`src/source/serial_bus_consts.svh`:
```
/* Serial bus slave constants */

`ifndef SERIAL_BUS_CONSTS_SVH
`define SERIAL_BUS_CONSTS_SVH

// Serial address, shifted in LSB first.
`define SB_ADDR_BITS 12

// Data byte carried by each beat.
`define SB_DATA_BITS 8

// Banks behind the shared port.
`define SB_NUM_BANKS 4

// Bytes held by one bank, low address bits only.
`define SB_BANK_WORDS 64

// Burst enable plus extra beat count.
`define SB_BURST_BITS 13

`endif

```
`src/source/bank_pkg.sv`:
```
/* Storage bank types */

`include "serial_bus_consts.svh"

package bank_pkg;

	// Selects one of the banks.
	typedef logic [$clog2(`SB_NUM_BANKS)-1:0] bank_index_t;

	// One stored byte.
	typedef logic [`SB_DATA_BITS-1:0] word_t;

	// Location inside one bank.
	typedef logic [$clog2(`SB_BANK_WORDS)-1:0] word_addr_t;

endpackage

```
`src/source/bus_pkg.sv`:
```
/* Serial bus protocol types */

`include "serial_bus_consts.svh"

package bus_pkg;

	// Phases of the two port machines.
	typedef enum logic [2:0]
	{
		PH_IDLE       = 3'd0, // Waiting for a handshake.
		PH_ADDR_SHIFT = 3'd1, // Address bits coming in.
		PH_WAIT_BEAT  = 3'd2, // Burst waiting for next handshake.
		PH_DATA_SHIFT = 3'd3, // Write byte coming in.
		PH_BEAT_GAP   = 3'd4  // Counting out a burst beat.
	} port_phase_t;

	// Start address of a transaction.
	typedef logic [`SB_ADDR_BITS-1:0] bus_addr_t;

	// Bit 0 enables the burst, upper bits count the extra beats.
	typedef logic [`SB_BURST_BITS-1:0] burst_field_t;

endpackage

```
`src/source/bank_router.sv`:
```
/* Bank selection router */

`timescale 1ns/10ps

`include "serial_bus_consts.svh"

module bank_router (
	input  logic                      clk,
	input  logic                      reset,
	input  logic                      master_valid,
	input  bank_pkg::bank_index_t     bank_sel,
	input  logic                      read_en,
	input  logic                      write_en,
	input  logic [`SB_NUM_BANKS-1:0]  bank_ready,
	input  logic [`SB_NUM_BANKS-1:0]  txn_done,
	output logic                      slave_ready,
	output logic [`SB_NUM_BANKS-1:0]  bank_valid,
	output logic [`SB_NUM_BANKS-1:0]  bank_read_en,
	output logic [`SB_NUM_BANKS-1:0]  bank_write_en
);

	bank_pkg::bank_index_t owner;
	bank_pkg::bank_index_t sel;
	logic locked;
	logic active;
	logic handshake;

	// Lock drops as soon as the owner reports its last beat.
	assign active = locked && !txn_done[owner];
	assign sel = active ? owner : bank_sel;
	assign slave_ready = bank_ready[sel];
	assign handshake = master_valid && slave_ready;

	always_comb
	begin
		for (int i = 0; i < `SB_NUM_BANKS; i++)
		begin
			bank_valid[i]    = master_valid && (sel == bank_pkg::bank_index_t'(i));
			bank_read_en[i]  = read_en && (sel == bank_pkg::bank_index_t'(i));
			bank_write_en[i] = write_en && (sel == bank_pkg::bank_index_t'(i));
		end
	end

	always_ff @(posedge clk or posedge reset)
	begin
		if (reset)
		begin
			owner  <= '0;
			locked <= 1'b0;
		end
		else if (handshake && !active)
		begin
			owner  <= bank_sel; // First handshake picks the bank.
			locked <= 1'b1;
		end
		else if (locked && txn_done[owner])
			locked <= 1'b0;
	end

endmodule

```
`src/source/read_serializer.sv`:
```
/* Read data serializer */

`timescale 1ns/10ps

`include "serial_bus_consts.svh"

module read_serializer (
	input  logic                     clk,
	input  logic                     reset,
	input  logic [`SB_NUM_BANKS-1:0] read_valid,
	input  bank_pkg::word_t          read_byte [`SB_NUM_BANKS],
	output logic                     tx_valid,
	output logic                     tx_data
);

	localparam int CNT_W = $clog2(`SB_DATA_BITS + 1);

	bank_pkg::word_t pick;
	bank_pkg::word_t shift_q;
	logic [CNT_W-1:0] bits_left;
	logic load;

	// At most one bank answers at a time.
	always_comb
	begin
		pick = '0;
		for (int i = 0; i < `SB_NUM_BANKS; i++)
		begin
			if (read_valid[i])
				pick = read_byte[i];
		end
	end

	assign load = |read_valid;
	assign tx_valid = (bits_left != '0);
	assign tx_data = shift_q[0]; // LSB first.

	always_ff @(posedge clk or posedge reset)
	begin
		if (reset)
			bits_left <= '0;
		else if (load)
			bits_left <= CNT_W'(`SB_DATA_BITS);
		else if (bits_left != '0)
			bits_left <= bits_left - 1'b1;
	end

	always_ff @(posedge clk)
	begin
		if (load)
			shift_q <= pick;
		else if (bits_left != '0)
			shift_q <= shift_q >> 1;
	end

endmodule

```
`src/source/serial_bus_slaves.sv`:
```
/* Serial bus slave subsystem */

`timescale 1ns/10ps

`include "serial_bus_consts.svh"

module serial_bus_slaves (
	input  logic                  clk,
	input  logic                  reset,
	input  logic                  master_valid,
	input  bank_pkg::bank_index_t bank_sel,
	input  logic                  read_en,
	input  logic                  write_en,
	input  bus_pkg::burst_field_t burst,
	input  logic                  rx_address,
	input  logic                  rx_data,
	output logic                  slave_ready,
	output logic                  tx_valid,
	output logic                  tx_data
);

	logic [`SB_NUM_BANKS-1:0] bank_valid;
	logic [`SB_NUM_BANKS-1:0] bank_read_en;
	logic [`SB_NUM_BANKS-1:0] bank_write_en;
	logic [`SB_NUM_BANKS-1:0] bank_ready;
	logic [`SB_NUM_BANKS-1:0] txn_done;
	logic [`SB_NUM_BANKS-1:0] read_valid;
	bank_pkg::word_t read_byte [`SB_NUM_BANKS];

	bank_router u_router (
		.clk           (clk),
		.reset         (reset),
		.master_valid  (master_valid),
		.bank_sel      (bank_sel),
		.read_en       (read_en),
		.write_en      (write_en),
		.bank_ready    (bank_ready),
		.txn_done      (txn_done),
		.slave_ready   (slave_ready),
		.bank_valid    (bank_valid),
		.bank_read_en  (bank_read_en),
		.bank_write_en (bank_write_en)
	);

	// Serial address and data lines are shared by all banks.
	for (genvar i = 0; i < `SB_NUM_BANKS; i++)
	begin : g_bank
		slave_bank u_bank (
			.clk          (clk),
			.reset        (reset),
			.master_valid (bank_valid[i]),
			.read_en      (bank_read_en[i]),
			.write_en     (bank_write_en[i]),
			.burst        (burst),
			.rx_address   (rx_address),
			.rx_data      (rx_data),
			.slave_ready  (bank_ready[i]),
			.txn_done     (txn_done[i]),
			.read_valid   (read_valid[i]),
			.read_byte    (read_byte[i])
		);
	end

	read_serializer u_serializer (
		.clk        (clk),
		.reset      (reset),
		.read_valid (read_valid),
		.read_byte  (read_byte),
		.tx_valid   (tx_valid),
		.tx_data    (tx_data)
	);

endmodule

```
`src/source/serial_slave_port.sv`:
```
/* Serial slave input port */

`timescale 1ns/10ps

`include "serial_bus_consts.svh"

module serial_slave_port (
	input  logic                  clk,
	input  logic                  reset,
	input  logic                  rx_address,
	input  logic                  rx_data,
	input  logic                  master_valid,
	input  logic                  read_en,
	input  logic                  write_en,
	input  bus_pkg::burst_field_t burst,
	output logic                  slave_ready,
	output logic                  rx_done,
	output logic                  txn_done,
	output bus_pkg::bus_addr_t    address,
	output bank_pkg::word_t       data,
	output logic                  read_strobe,
	output logic                  write_strobe
);

	localparam int ACNT_W = $clog2(`SB_ADDR_BITS + 1);
	localparam int DCNT_W = $clog2(`SB_DATA_BITS + 1);
	localparam int DIDX_W = $clog2(`SB_DATA_BITS);
	localparam logic [ACNT_W-1:0] ADDR_END = ACNT_W'(`SB_ADDR_BITS);
	localparam logic [ACNT_W-1:0] BEAT_END = ACNT_W'(`SB_DATA_BITS);
	localparam logic [DCNT_W-1:0] DATA_END = DCNT_W'(`SB_DATA_BITS);

	bus_pkg::port_phase_t addr_phase;
	bus_pkg::port_phase_t data_phase;
	logic [ACNT_W-1:0] addr_count;
	logic [DCNT_W-1:0] data_count;
	logic [`SB_BURST_BITS-2:0] beat_count;
	bus_pkg::burst_field_t burst_q;
	logic rd_q;
	logic wr_q;
	logic handshake;
	logic addr_idle;
	logic beat_end;
	logic more_beats;
	logic data_start;

	assign addr_idle = (addr_phase == bus_pkg::PH_IDLE) || (addr_phase == bus_pkg::PH_WAIT_BEAT);
	assign slave_ready = addr_idle && (data_phase == bus_pkg::PH_IDLE);
	assign handshake = master_valid && slave_ready;

	// First beat ends after 12 bits, later beats after 8.
	assign beat_end = (addr_phase == bus_pkg::PH_ADDR_SHIFT) ? (addr_count == ADDR_END)
		: (addr_count == BEAT_END);
	assign more_beats = burst_q[0] && (beat_count < burst_q[`SB_BURST_BITS-1:1]);

	// Only write beats shift a byte in.
	assign data_start = handshake
		&& (((addr_phase == bus_pkg::PH_IDLE) && write_en)
		|| ((addr_phase == bus_pkg::PH_WAIT_BEAT) && wr_q));

	assign read_strobe  = rx_done && rd_q;
	assign write_strobe = rx_done && wr_q;

	// Address and burst beat machine.
	always_ff @(posedge clk or posedge reset)
	begin
		if (reset)
		begin
			addr_phase <= bus_pkg::PH_IDLE;
			addr_count <= '0;
			beat_count <= '0;
			burst_q    <= '0;
			rd_q       <= 1'b0;
			wr_q       <= 1'b0;
			rx_done    <= 1'b0;
			txn_done   <= 1'b0;
		end
		else
		begin
			rx_done  <= 1'b0;
			txn_done <= 1'b0;
			case (addr_phase)
				bus_pkg::PH_IDLE:
				begin
					if (handshake)
					begin
						addr_phase <= bus_pkg::PH_ADDR_SHIFT;
						addr_count <= ACNT_W'(1); // Bit 0 taken on this edge.
						beat_count <= '0;
						burst_q    <= burst;
						rd_q       <= read_en;
						wr_q       <= write_en;
					end
				end
				bus_pkg::PH_WAIT_BEAT:
				begin
					if (handshake)
					begin
						addr_phase <= bus_pkg::PH_BEAT_GAP;
						addr_count <= ACNT_W'(1);
						beat_count <= beat_count + 1'b1;
					end
				end
				bus_pkg::PH_ADDR_SHIFT, bus_pkg::PH_BEAT_GAP:
				begin
					if (beat_end)
					begin
						rx_done    <= 1'b1;
						addr_count <= '0;
						if (more_beats)
							addr_phase <= bus_pkg::PH_WAIT_BEAT;
						else
						begin
							addr_phase <= bus_pkg::PH_IDLE;
							txn_done   <= 1'b1; // Last beat of the transaction.
						end
					end
					else
						addr_count <= addr_count + 1'b1;
				end
				default:
					addr_phase <= bus_pkg::PH_IDLE;
			endcase
		end
	end

	// Address shift register, bumped by one per burst beat.
	always_ff @(posedge clk)
	begin
		if ((addr_phase == bus_pkg::PH_IDLE) && handshake)
			address[0] <= rx_address;
		else if ((addr_phase == bus_pkg::PH_ADDR_SHIFT) && (addr_count < ADDR_END))
			address[addr_count] <= rx_address;
		else if ((addr_phase == bus_pkg::PH_WAIT_BEAT) && handshake)
			address <= address + 1'b1;
	end

	// Write data machine.
	always_ff @(posedge clk or posedge reset)
	begin
		if (reset)
		begin
			data_phase <= bus_pkg::PH_IDLE;
			data_count <= '0;
		end
		else
		begin
			case (data_phase)
				bus_pkg::PH_IDLE:
				begin
					if (data_start)
					begin
						data_phase <= bus_pkg::PH_DATA_SHIFT;
						data_count <= DCNT_W'(1);
					end
				end
				bus_pkg::PH_DATA_SHIFT:
				begin
					if (data_count < DATA_END)
						data_count <= data_count + 1'b1;
					else
					begin
						data_phase <= bus_pkg::PH_IDLE; // Byte complete.
						data_count <= '0;
					end
				end
				default:
					data_phase <= bus_pkg::PH_IDLE;
			endcase
		end
	end

	always_ff @(posedge clk)
	begin
		if (data_start)
			data[0] <= rx_data;
		else if ((data_phase == bus_pkg::PH_DATA_SHIFT) && (data_count < DATA_END))
			data[data_count[DIDX_W-1:0]] <= rx_data;
	end

endmodule

```
`src/source/slave_bank.sv`:
```
/* Storage bank with serial port */

`timescale 1ns/10ps

`include "serial_bus_consts.svh"

module slave_bank (
	input  logic                  clk,
	input  logic                  reset,
	input  logic                  master_valid,
	input  logic                  read_en,
	input  logic                  write_en,
	input  bus_pkg::burst_field_t burst,
	input  logic                  rx_address,
	input  logic                  rx_data,
	output logic                  slave_ready,
	output logic                  txn_done,
	output logic                  read_valid,
	output bank_pkg::word_t       read_byte
);

	bus_pkg::bus_addr_t address;
	bank_pkg::word_t data;
	bank_pkg::word_t mem [`SB_BANK_WORDS];
	bank_pkg::word_addr_t word_addr;
	logic read_strobe;
	logic write_strobe;

	// Upper address bits alias.
	assign word_addr = address[$bits(bank_pkg::word_addr_t)-1:0];

	serial_slave_port u_port (
		.clk          (clk),
		.reset        (reset),
		.rx_address   (rx_address),
		.rx_data      (rx_data),
		.master_valid (master_valid),
		.read_en      (read_en),
		.write_en     (write_en),
		.burst        (burst),
		.slave_ready  (slave_ready),
		.rx_done      (),
		.txn_done     (txn_done),
		.address      (address),
		.data         (data),
		.read_strobe  (read_strobe),
		.write_strobe (write_strobe)
	);

	always_ff @(posedge clk)
	begin
		if (write_strobe)
			mem[word_addr] <= data;
		if (read_strobe)
			read_byte <= mem[word_addr];
	end

	always_ff @(posedge clk or posedge reset)
	begin
		if (reset)
			read_valid <= 1'b0;
		else
			read_valid <= read_strobe; // Byte ready one cycle after strobe.
	end

endmodule

```
`config.mk`:
```
export PLATFORM = sky130hd
export DESIGN_NAME = serial_bus_slaves
export DESIGN_NICKNAME = d
export VERILOG_FILES = /design/src/source/bank_pkg.sv /design/src/source/bus_pkg.sv /design/src/source/bank_router.sv /design/src/source/read_serializer.sv /design/src/source/serial_bus_slaves.sv /design/src/source/serial_slave_port.sv /design/src/source/slave_bank.sv
export VERILOG_INCLUDE_DIRS = /design/src /design/src/source
export SDC_FILE = /design/constraint.sdc
export NUM_CORES = 2
export LEC_CHECK = 0
export BUFFER_PORTS_ARGS = -buffer_cell sky130_fd_sc_hd__buf_2
export CAP_MARGIN = 40
export CORE_MARGIN = 5
export CORE_UTILIZATION = 55
export CTS_BUF_LIST = sky130_fd_sc_hd__clkbuf_8
export DETAILED_ROUTE_END_ITERATION = 8
export PLACE_DENSITY = 0.7
export SLEW_MARGIN = 20
export SYNTH_ARGS = -nofsm -noshare
export SYNTH_HDL_FRONTEND = slang
export SYNTH_HIERARCHICAL = 1
export SYNTH_SLANG_ARGS = --single-unit
export TNS_END_PERCENT = 20
```
`constraint.sdc`:
```
create_clock -name clk -period 7.8 [get_ports clk]
set_input_delay 0 -clock clk [delete_from_list [all_inputs] [get_ports clk]]
set_output_delay 0 -clock clk [all_outputs]
set_load 0.05 [all_outputs]
```
== Yosys cells after proc, flatten, opt, wreduce, memory -nomap -nowiden ==
Memory sizes are Yosys's and may differ from the RTL's. A register that Yosys moved wholly into a read port is not among the register bits.
Cells that the tools add are included.
Word-level totals
  register bits after elaboration: 271
  RAM bits: 2048
  input bits: 22
  output and inout port bits: 3
  word-level logic and storage cells: 492
  memories kept: 4
Operators by class
  add/sub/neg operators: 17
  magnitude comparators: 30
  equality and inequality tests: 51
  muxes and demuxes: 159
  bitwise operators: 8
  reduce and logical (&&, ||, !) cells: 159
Memory list
  g_bank[0].u_bank.mem: depth 64, bits a word 8, read ports 1, clocked after Yosys merged registers in 1, write ports 1, line slave_bank.sv:24  | bank_pkg::word_t mem [`SB_BANK_WORDS];
  g_bank[1].u_bank.mem: depth 64, bits a word 8, read ports 1, clocked after Yosys merged registers in 1, write ports 1, line slave_bank.sv:24
  g_bank[2].u_bank.mem: depth 64, bits a word 8, read ports 1, clocked after Yosys merged registers in 1, write ports 1, line slave_bank.sv:24
  g_bank[3].u_bank.mem: depth 64, bits a word 8, read ports 1, clocked after Yosys merged registers in 1, write ports 1, line slave_bank.sv:24
Operators with widths (count)
  12-bit two-way mux: 16
  12-bit by 1-bit adder with 12-bit output (second input constant): 8
  12-bit one-hot mux with 2 select lines: 4
  1-bit logical AND: 72
  4-bit two-way mux: 18
  4-bit one-hot mux with 2 select lines: 8
  3-bit two-way mux: 20
  1-bit two-way mux: 56
  12-bit bitwise mux: 4
  12-bit < comparator: 4
  8-bit two-way mux: 6
  2-bit AND reduction: 24
  2-bit nonzero test: 22
  2-bit inequality test (second input constant): 20
  3-bit one-hot mux with 3 select lines: 4
  4-bit by 1-bit adder with 4-bit output (second input constant): 8
  8-bit bitwise mux: 4
  4-bit equality test (second input constant): 8
  4-bit < comparator (second input constant): 8
  3-bit by 2-bit equality test with 1-bit output (second input constant): 8
  3-bit logical NOT: 8
  3-bit one-hot mux with 2 select lines: 4
  3-bit AND reduction: 8
  4-bit by 5-bit < comparator with 1-bit output (second input constant): 4
  other kinds (22): 78

== Logic depth before layout (Yosys ltp) ==
  depth after elaboration: 12
  mapped depth: 11
  gate-level depth less buffers: 9

== Cells and area by module ==
The synthesis kept the hierarchy.
By module, submodules not included
  slave_bank (g_bank[1].u_bank ...): times used 3, cells an instance 1202, area each 20439.6 um2, seq. area each 15640.0 um2
  slave_bank (g_bank[0].u_bank): times used 1, cells an instance 1185, area each 20280.7 um2, seq. area each 15640.0 um2
  serial_slave_port (g_bank[0].u_bank.u_port ...): times used 3, cells an instance 347, area each 3419.5 um2, seq. area each 1626.6 um2
  serial_slave_port (g_bank[3].u_bank.u_port): times used 1, cells an instance 349, area each 3408.3 um2, seq. area each 1626.6 um2
  read_serializer: times used 1, cells an instance 85, area each 832.0 um2, seq. area each 340.3 um2
  bank_router: times used 1, cells an instance 48, area each 396.6 um2, seq. area each 75.1 um2

== Least setup slack after synthesis ==
No wires, ideal clock.
  kind: register -> register
  start: reg g_bank[0].u_bank.u_port.address[0]
  end: mem g_bank[0].u_bank/mem[14][0] (netlist name) (enable)
  library setup time: 0.370 ns
  arrival: 2.109 ns
  data required time: 7.430 ns
  slack: 5.321 ns
  stages on the path, launching flop included: 7
  path buffers: 3
  clock period less this slack: 2.479 ns
  path through: edfxtp_1 -> buf_4 -> nor2b_1 -> clkbuf_1 -> buf_1 -> nand3_1 -> nor2_1
RTL lines
  start, declared: line serial_slave_port.sv:19  | output bus_pkg::bus_addr_t address,
  start signal, assigned: line serial_slave_port.sv:130  | address[0] <= rx_address;
  start signal, assigned by index: line serial_slave_port.sv:132  | address[addr_count] <= rx_address;
  start signal, assigned: line serial_slave_port.sv:134  | address <= address + 1'b1;
  end, declared: line slave_bank.sv:24
Straight into the memory's write port.

== Worst setup path after layout ==
  start: reg g_bank[0].u_bank.u_port.address[1]
  end: mem g_bank[0].u_bank/mem[45][3] (netlist name) (enable)
Straight into the memory's write port.

==> flow_metrics.tcl <==
set metrics [dict create \
    clockBufferDepth 4 \
    cts_made_buffers 375 \
    overflow 0 \
    hold_path_class "primary input to flip-flop" \
    cts.clk_slew.worst_paths_ns 0.06 \
    finalHoldViolations 0 \
    drive_gt1_frac 0.149 \
    place_area_sq_um 96800 \
    syn_nets 6227 \
    rsz0062_at_grt "no" \
    firstDrtPassIters 7 \
    core_sq_um 172000 \
    viasPerCell 6.39 \
    r2r_setup_slack_ns 4.02 \
    cp_slowest_stage_delay_ns 0.90 \
    period_needed_ns 3.78 \
    hold_start "read_en" \
    die-area_sq_um 181000 \
    power_density_nw_per_um2 286 \
    grt_max_degree 142 \
    postRouteAntennaNets 0 \
    worst_hold_path.endpoint "g_bank[0].u_bank/u_port/rd_q" \
    cpMaxStageDelayCell "nor2_1" \
    setup_violations 0 \
    die-width_microns 425 \
    netlist_area_sq_um 94800 \
    drcViolationCount 0 \
    fin_util 0.610 \
    ys_warn_count 6 \
    h-tree-depth 5 \
    cts_tree "yes" \
    clock.fmax_mhz 265 \
    fin_tns_setup_ns 0 \
    crit_family "simple AND/OR/NAND/NOR gates" \
    arrival_ns 4.41 \
    whs_path_depth 4 \
    row_count 152 \
    ios 25 \
    postLayoutCellArea_sq_um 105000 \
    dpl.hpwl_microns 142000 \
    final_cells 8929 \
    path_class "flip-flop to flip-flop" \
    synthToLayoutAreaGrowth_pct 10.3 \
    postCtsSetupBuffers 0 \
    worst_slew_pin_slew_ns 0.936 \
    numPortBuffers 24 \
    maxSlewHeadroom 0.376 \
    worstPathRequired_ns 8.43 \
    netlist_instances 6132 \
    wl_per_cell_microns 26.5 \
    routed_wl_microns 236000 \
    path_cells "buf_12 > nor2b_1 > buf_4 > nand3_1 > nor2_1" \
    grt_pass1_vias 56109 \
    r2r-start "g_bank[0].u_bank/u_port/address[1]" \
    dr_total_vias 57016 \
    gp_congestion 0.862 \
    cp.depth 5 \
    start_util 0.553 \
    die_y_microns 425 \
    cp_max_fo 102 \
    grt_antenna_before_repair 19 \
    r2r_end "g_bank[0].u_bank/mem[45][3]" \
    cp_num_buf_inv 2 \
    clockRootBuffer "clkbuf_8" \
    outcome "complete, no violations" \
    vdd_drop_max_uv 217 \
    fin_crit_sh 0.484 \
    critical_path.startpoint_type "flip-flop" \
    clock-skew-final_ns 0.0859 \
    drt_iter0_markers 7326 \
    track_usage 0.258 \
    placed_cells 8173 \
    end_kind "flip-flop" \
    clk-insertion-delay-late_ns 1.06 \
    r2r_cells 5 \
    clock-sinks 2319 \
    maxCapViolCount 0 \
    p_total_w 0.0299 \
    grt_pass1_wl_microns 355000 \
    final_nets 6431 \
    syn_avg_cell_area_sq_um 15.5 \
    p_leak_nw 34.9 \
    drv_slew 0 \
]
==> state kept, by name, summed over array words and instances, names as in the netlist, 8 cells and up <==
register / cells
u_serializer/shift_q: 8
g_bank.u_bank/u_port/addr_phase: 12
g_bank.u_bank/mem: 2048
g_bank.u_bank/read_byte: 32
g_bank.u_bank/u_port/beat_count: 48
g_bank.u_bank/u_port/burst_q: 52
g_bank.u_bank/u_port/address: 24
g_bank.u_bank/u_port/data_count: 16
g_bank.u_bank/u_port/addr_count: 16
g_bank.u_bank/u_port/data: 32
==> per-layer routing <==
metal,vias up,wire length [microns],GRT usage
met4,16,8620,0.0967
li1,24774,-,-
met1,28589,92700,0.356
met3,520,23200,0.0580
met2,3117,112000,0.407
met5,-,99,0
==> report_power, final <==
group          leakage (nW)  internal (W)  switching, W  total (W)
Clock                  3.96       0.00515       0.00464    0.00978
Combinational          9.51       0.00210       0.00382    0.00592
Sequential             21.4        0.0139      0.000325     0.0142
==> worst reg2reg max path, delay by kind of cell, from the launching register on <==
family | cells | cell delay [ns]
flops | 1 | 0.42
simple gates | 3 | 2.38
buf+inv | 2 | 0.57
==> stage by stage <==
| step | hold slack [ns] | worst slack (ns) |
|---|---|---|
| 2_1_floorplan | -0.271 | 5.32 |
| 3_3_place_gp | -0.0142 | 4.02 |
| 3_5_place_dp | -0.00371 | 3.96 |
| 4_1_cts | 0.0767 | 3.94 |
| 5_1_grt | 0.110 | 3.88 |
| 6_report | 0.165 | 4.02 |
==> worst max-delay path by stage <==
stage / start / endpoint
global route: g_bank[2].u_bank/u_port/address[0] / g_bank[2].u_bank/read_byte[7]
CTS: g_bank[2].u_bank/u_port/address[1] / g_bank[2].u_bank/mem[62][1]
floorplan: g_bank[0].u_bank/u_port/address[0] / g_bank[0].u_bank/mem[14][0]
global placement: g_bank[0].u_bank/u_port/address[1] / g_bank[0].u_bank/mem[6][1]
finish: g_bank[0].u_bank/u_port/address[1] / g_bank[0].u_bank/mem[45][3]
detailed placement: g_bank[2].u_bank/u_port/address[1] / g_bank[2].u_bank/mem[62][3]
==> cell type report <==
class / instances / area [sq um]
clock inverter: 264 / 1460
inverter: 93 / 349
tap: 2310 / 2890
clock buffer: 394 / 5420
antenna: 2 / 5.00
timing repair buffer: 258 / 2240
sequential: 2319 / 68800
multi-input combinational: 3289 / 23500
fill: 12620 / 67000
==> cell usage in the layout (no fill, tap or decap), types with 20 or more instances in the layout <==
cell           count
nand2_1          242
buf_4            167
nand3b_1          28
nand2b_1          39
clkbuf_8         394
nor2b_1           39
inv_1            196
nor3_1            66
a22o_1            90
a211oi_1          29
o221ai_1          52
nand4_1           41
o32ai_1           32
o211ai_1          35
a31oi_1           45
dfrtp_1          175
dlygate4sd3_1     40
edfxtp_1        2144
buf_2             24
nand3_1          104
and2_1            34
a21oi_1          214
a22oi_1          308
nor2_1           475
xor2_1            24
o22ai_1          109
clkinv_2          39
mux4_2            61
or3_1             20
a221oi_1         181
o21ai_0          252
ha_1              73
clkinv_1          97
mux2_2           138
and3_1            20
mux2i_1          214
==> timing repair <==
action | in CTS | in global routing
endpoints found under the hold margin | 379 | 0
gates resized for setup | 0 | 0
hold buffers | 40 | 0
Power figures use the tool's default switching activity.
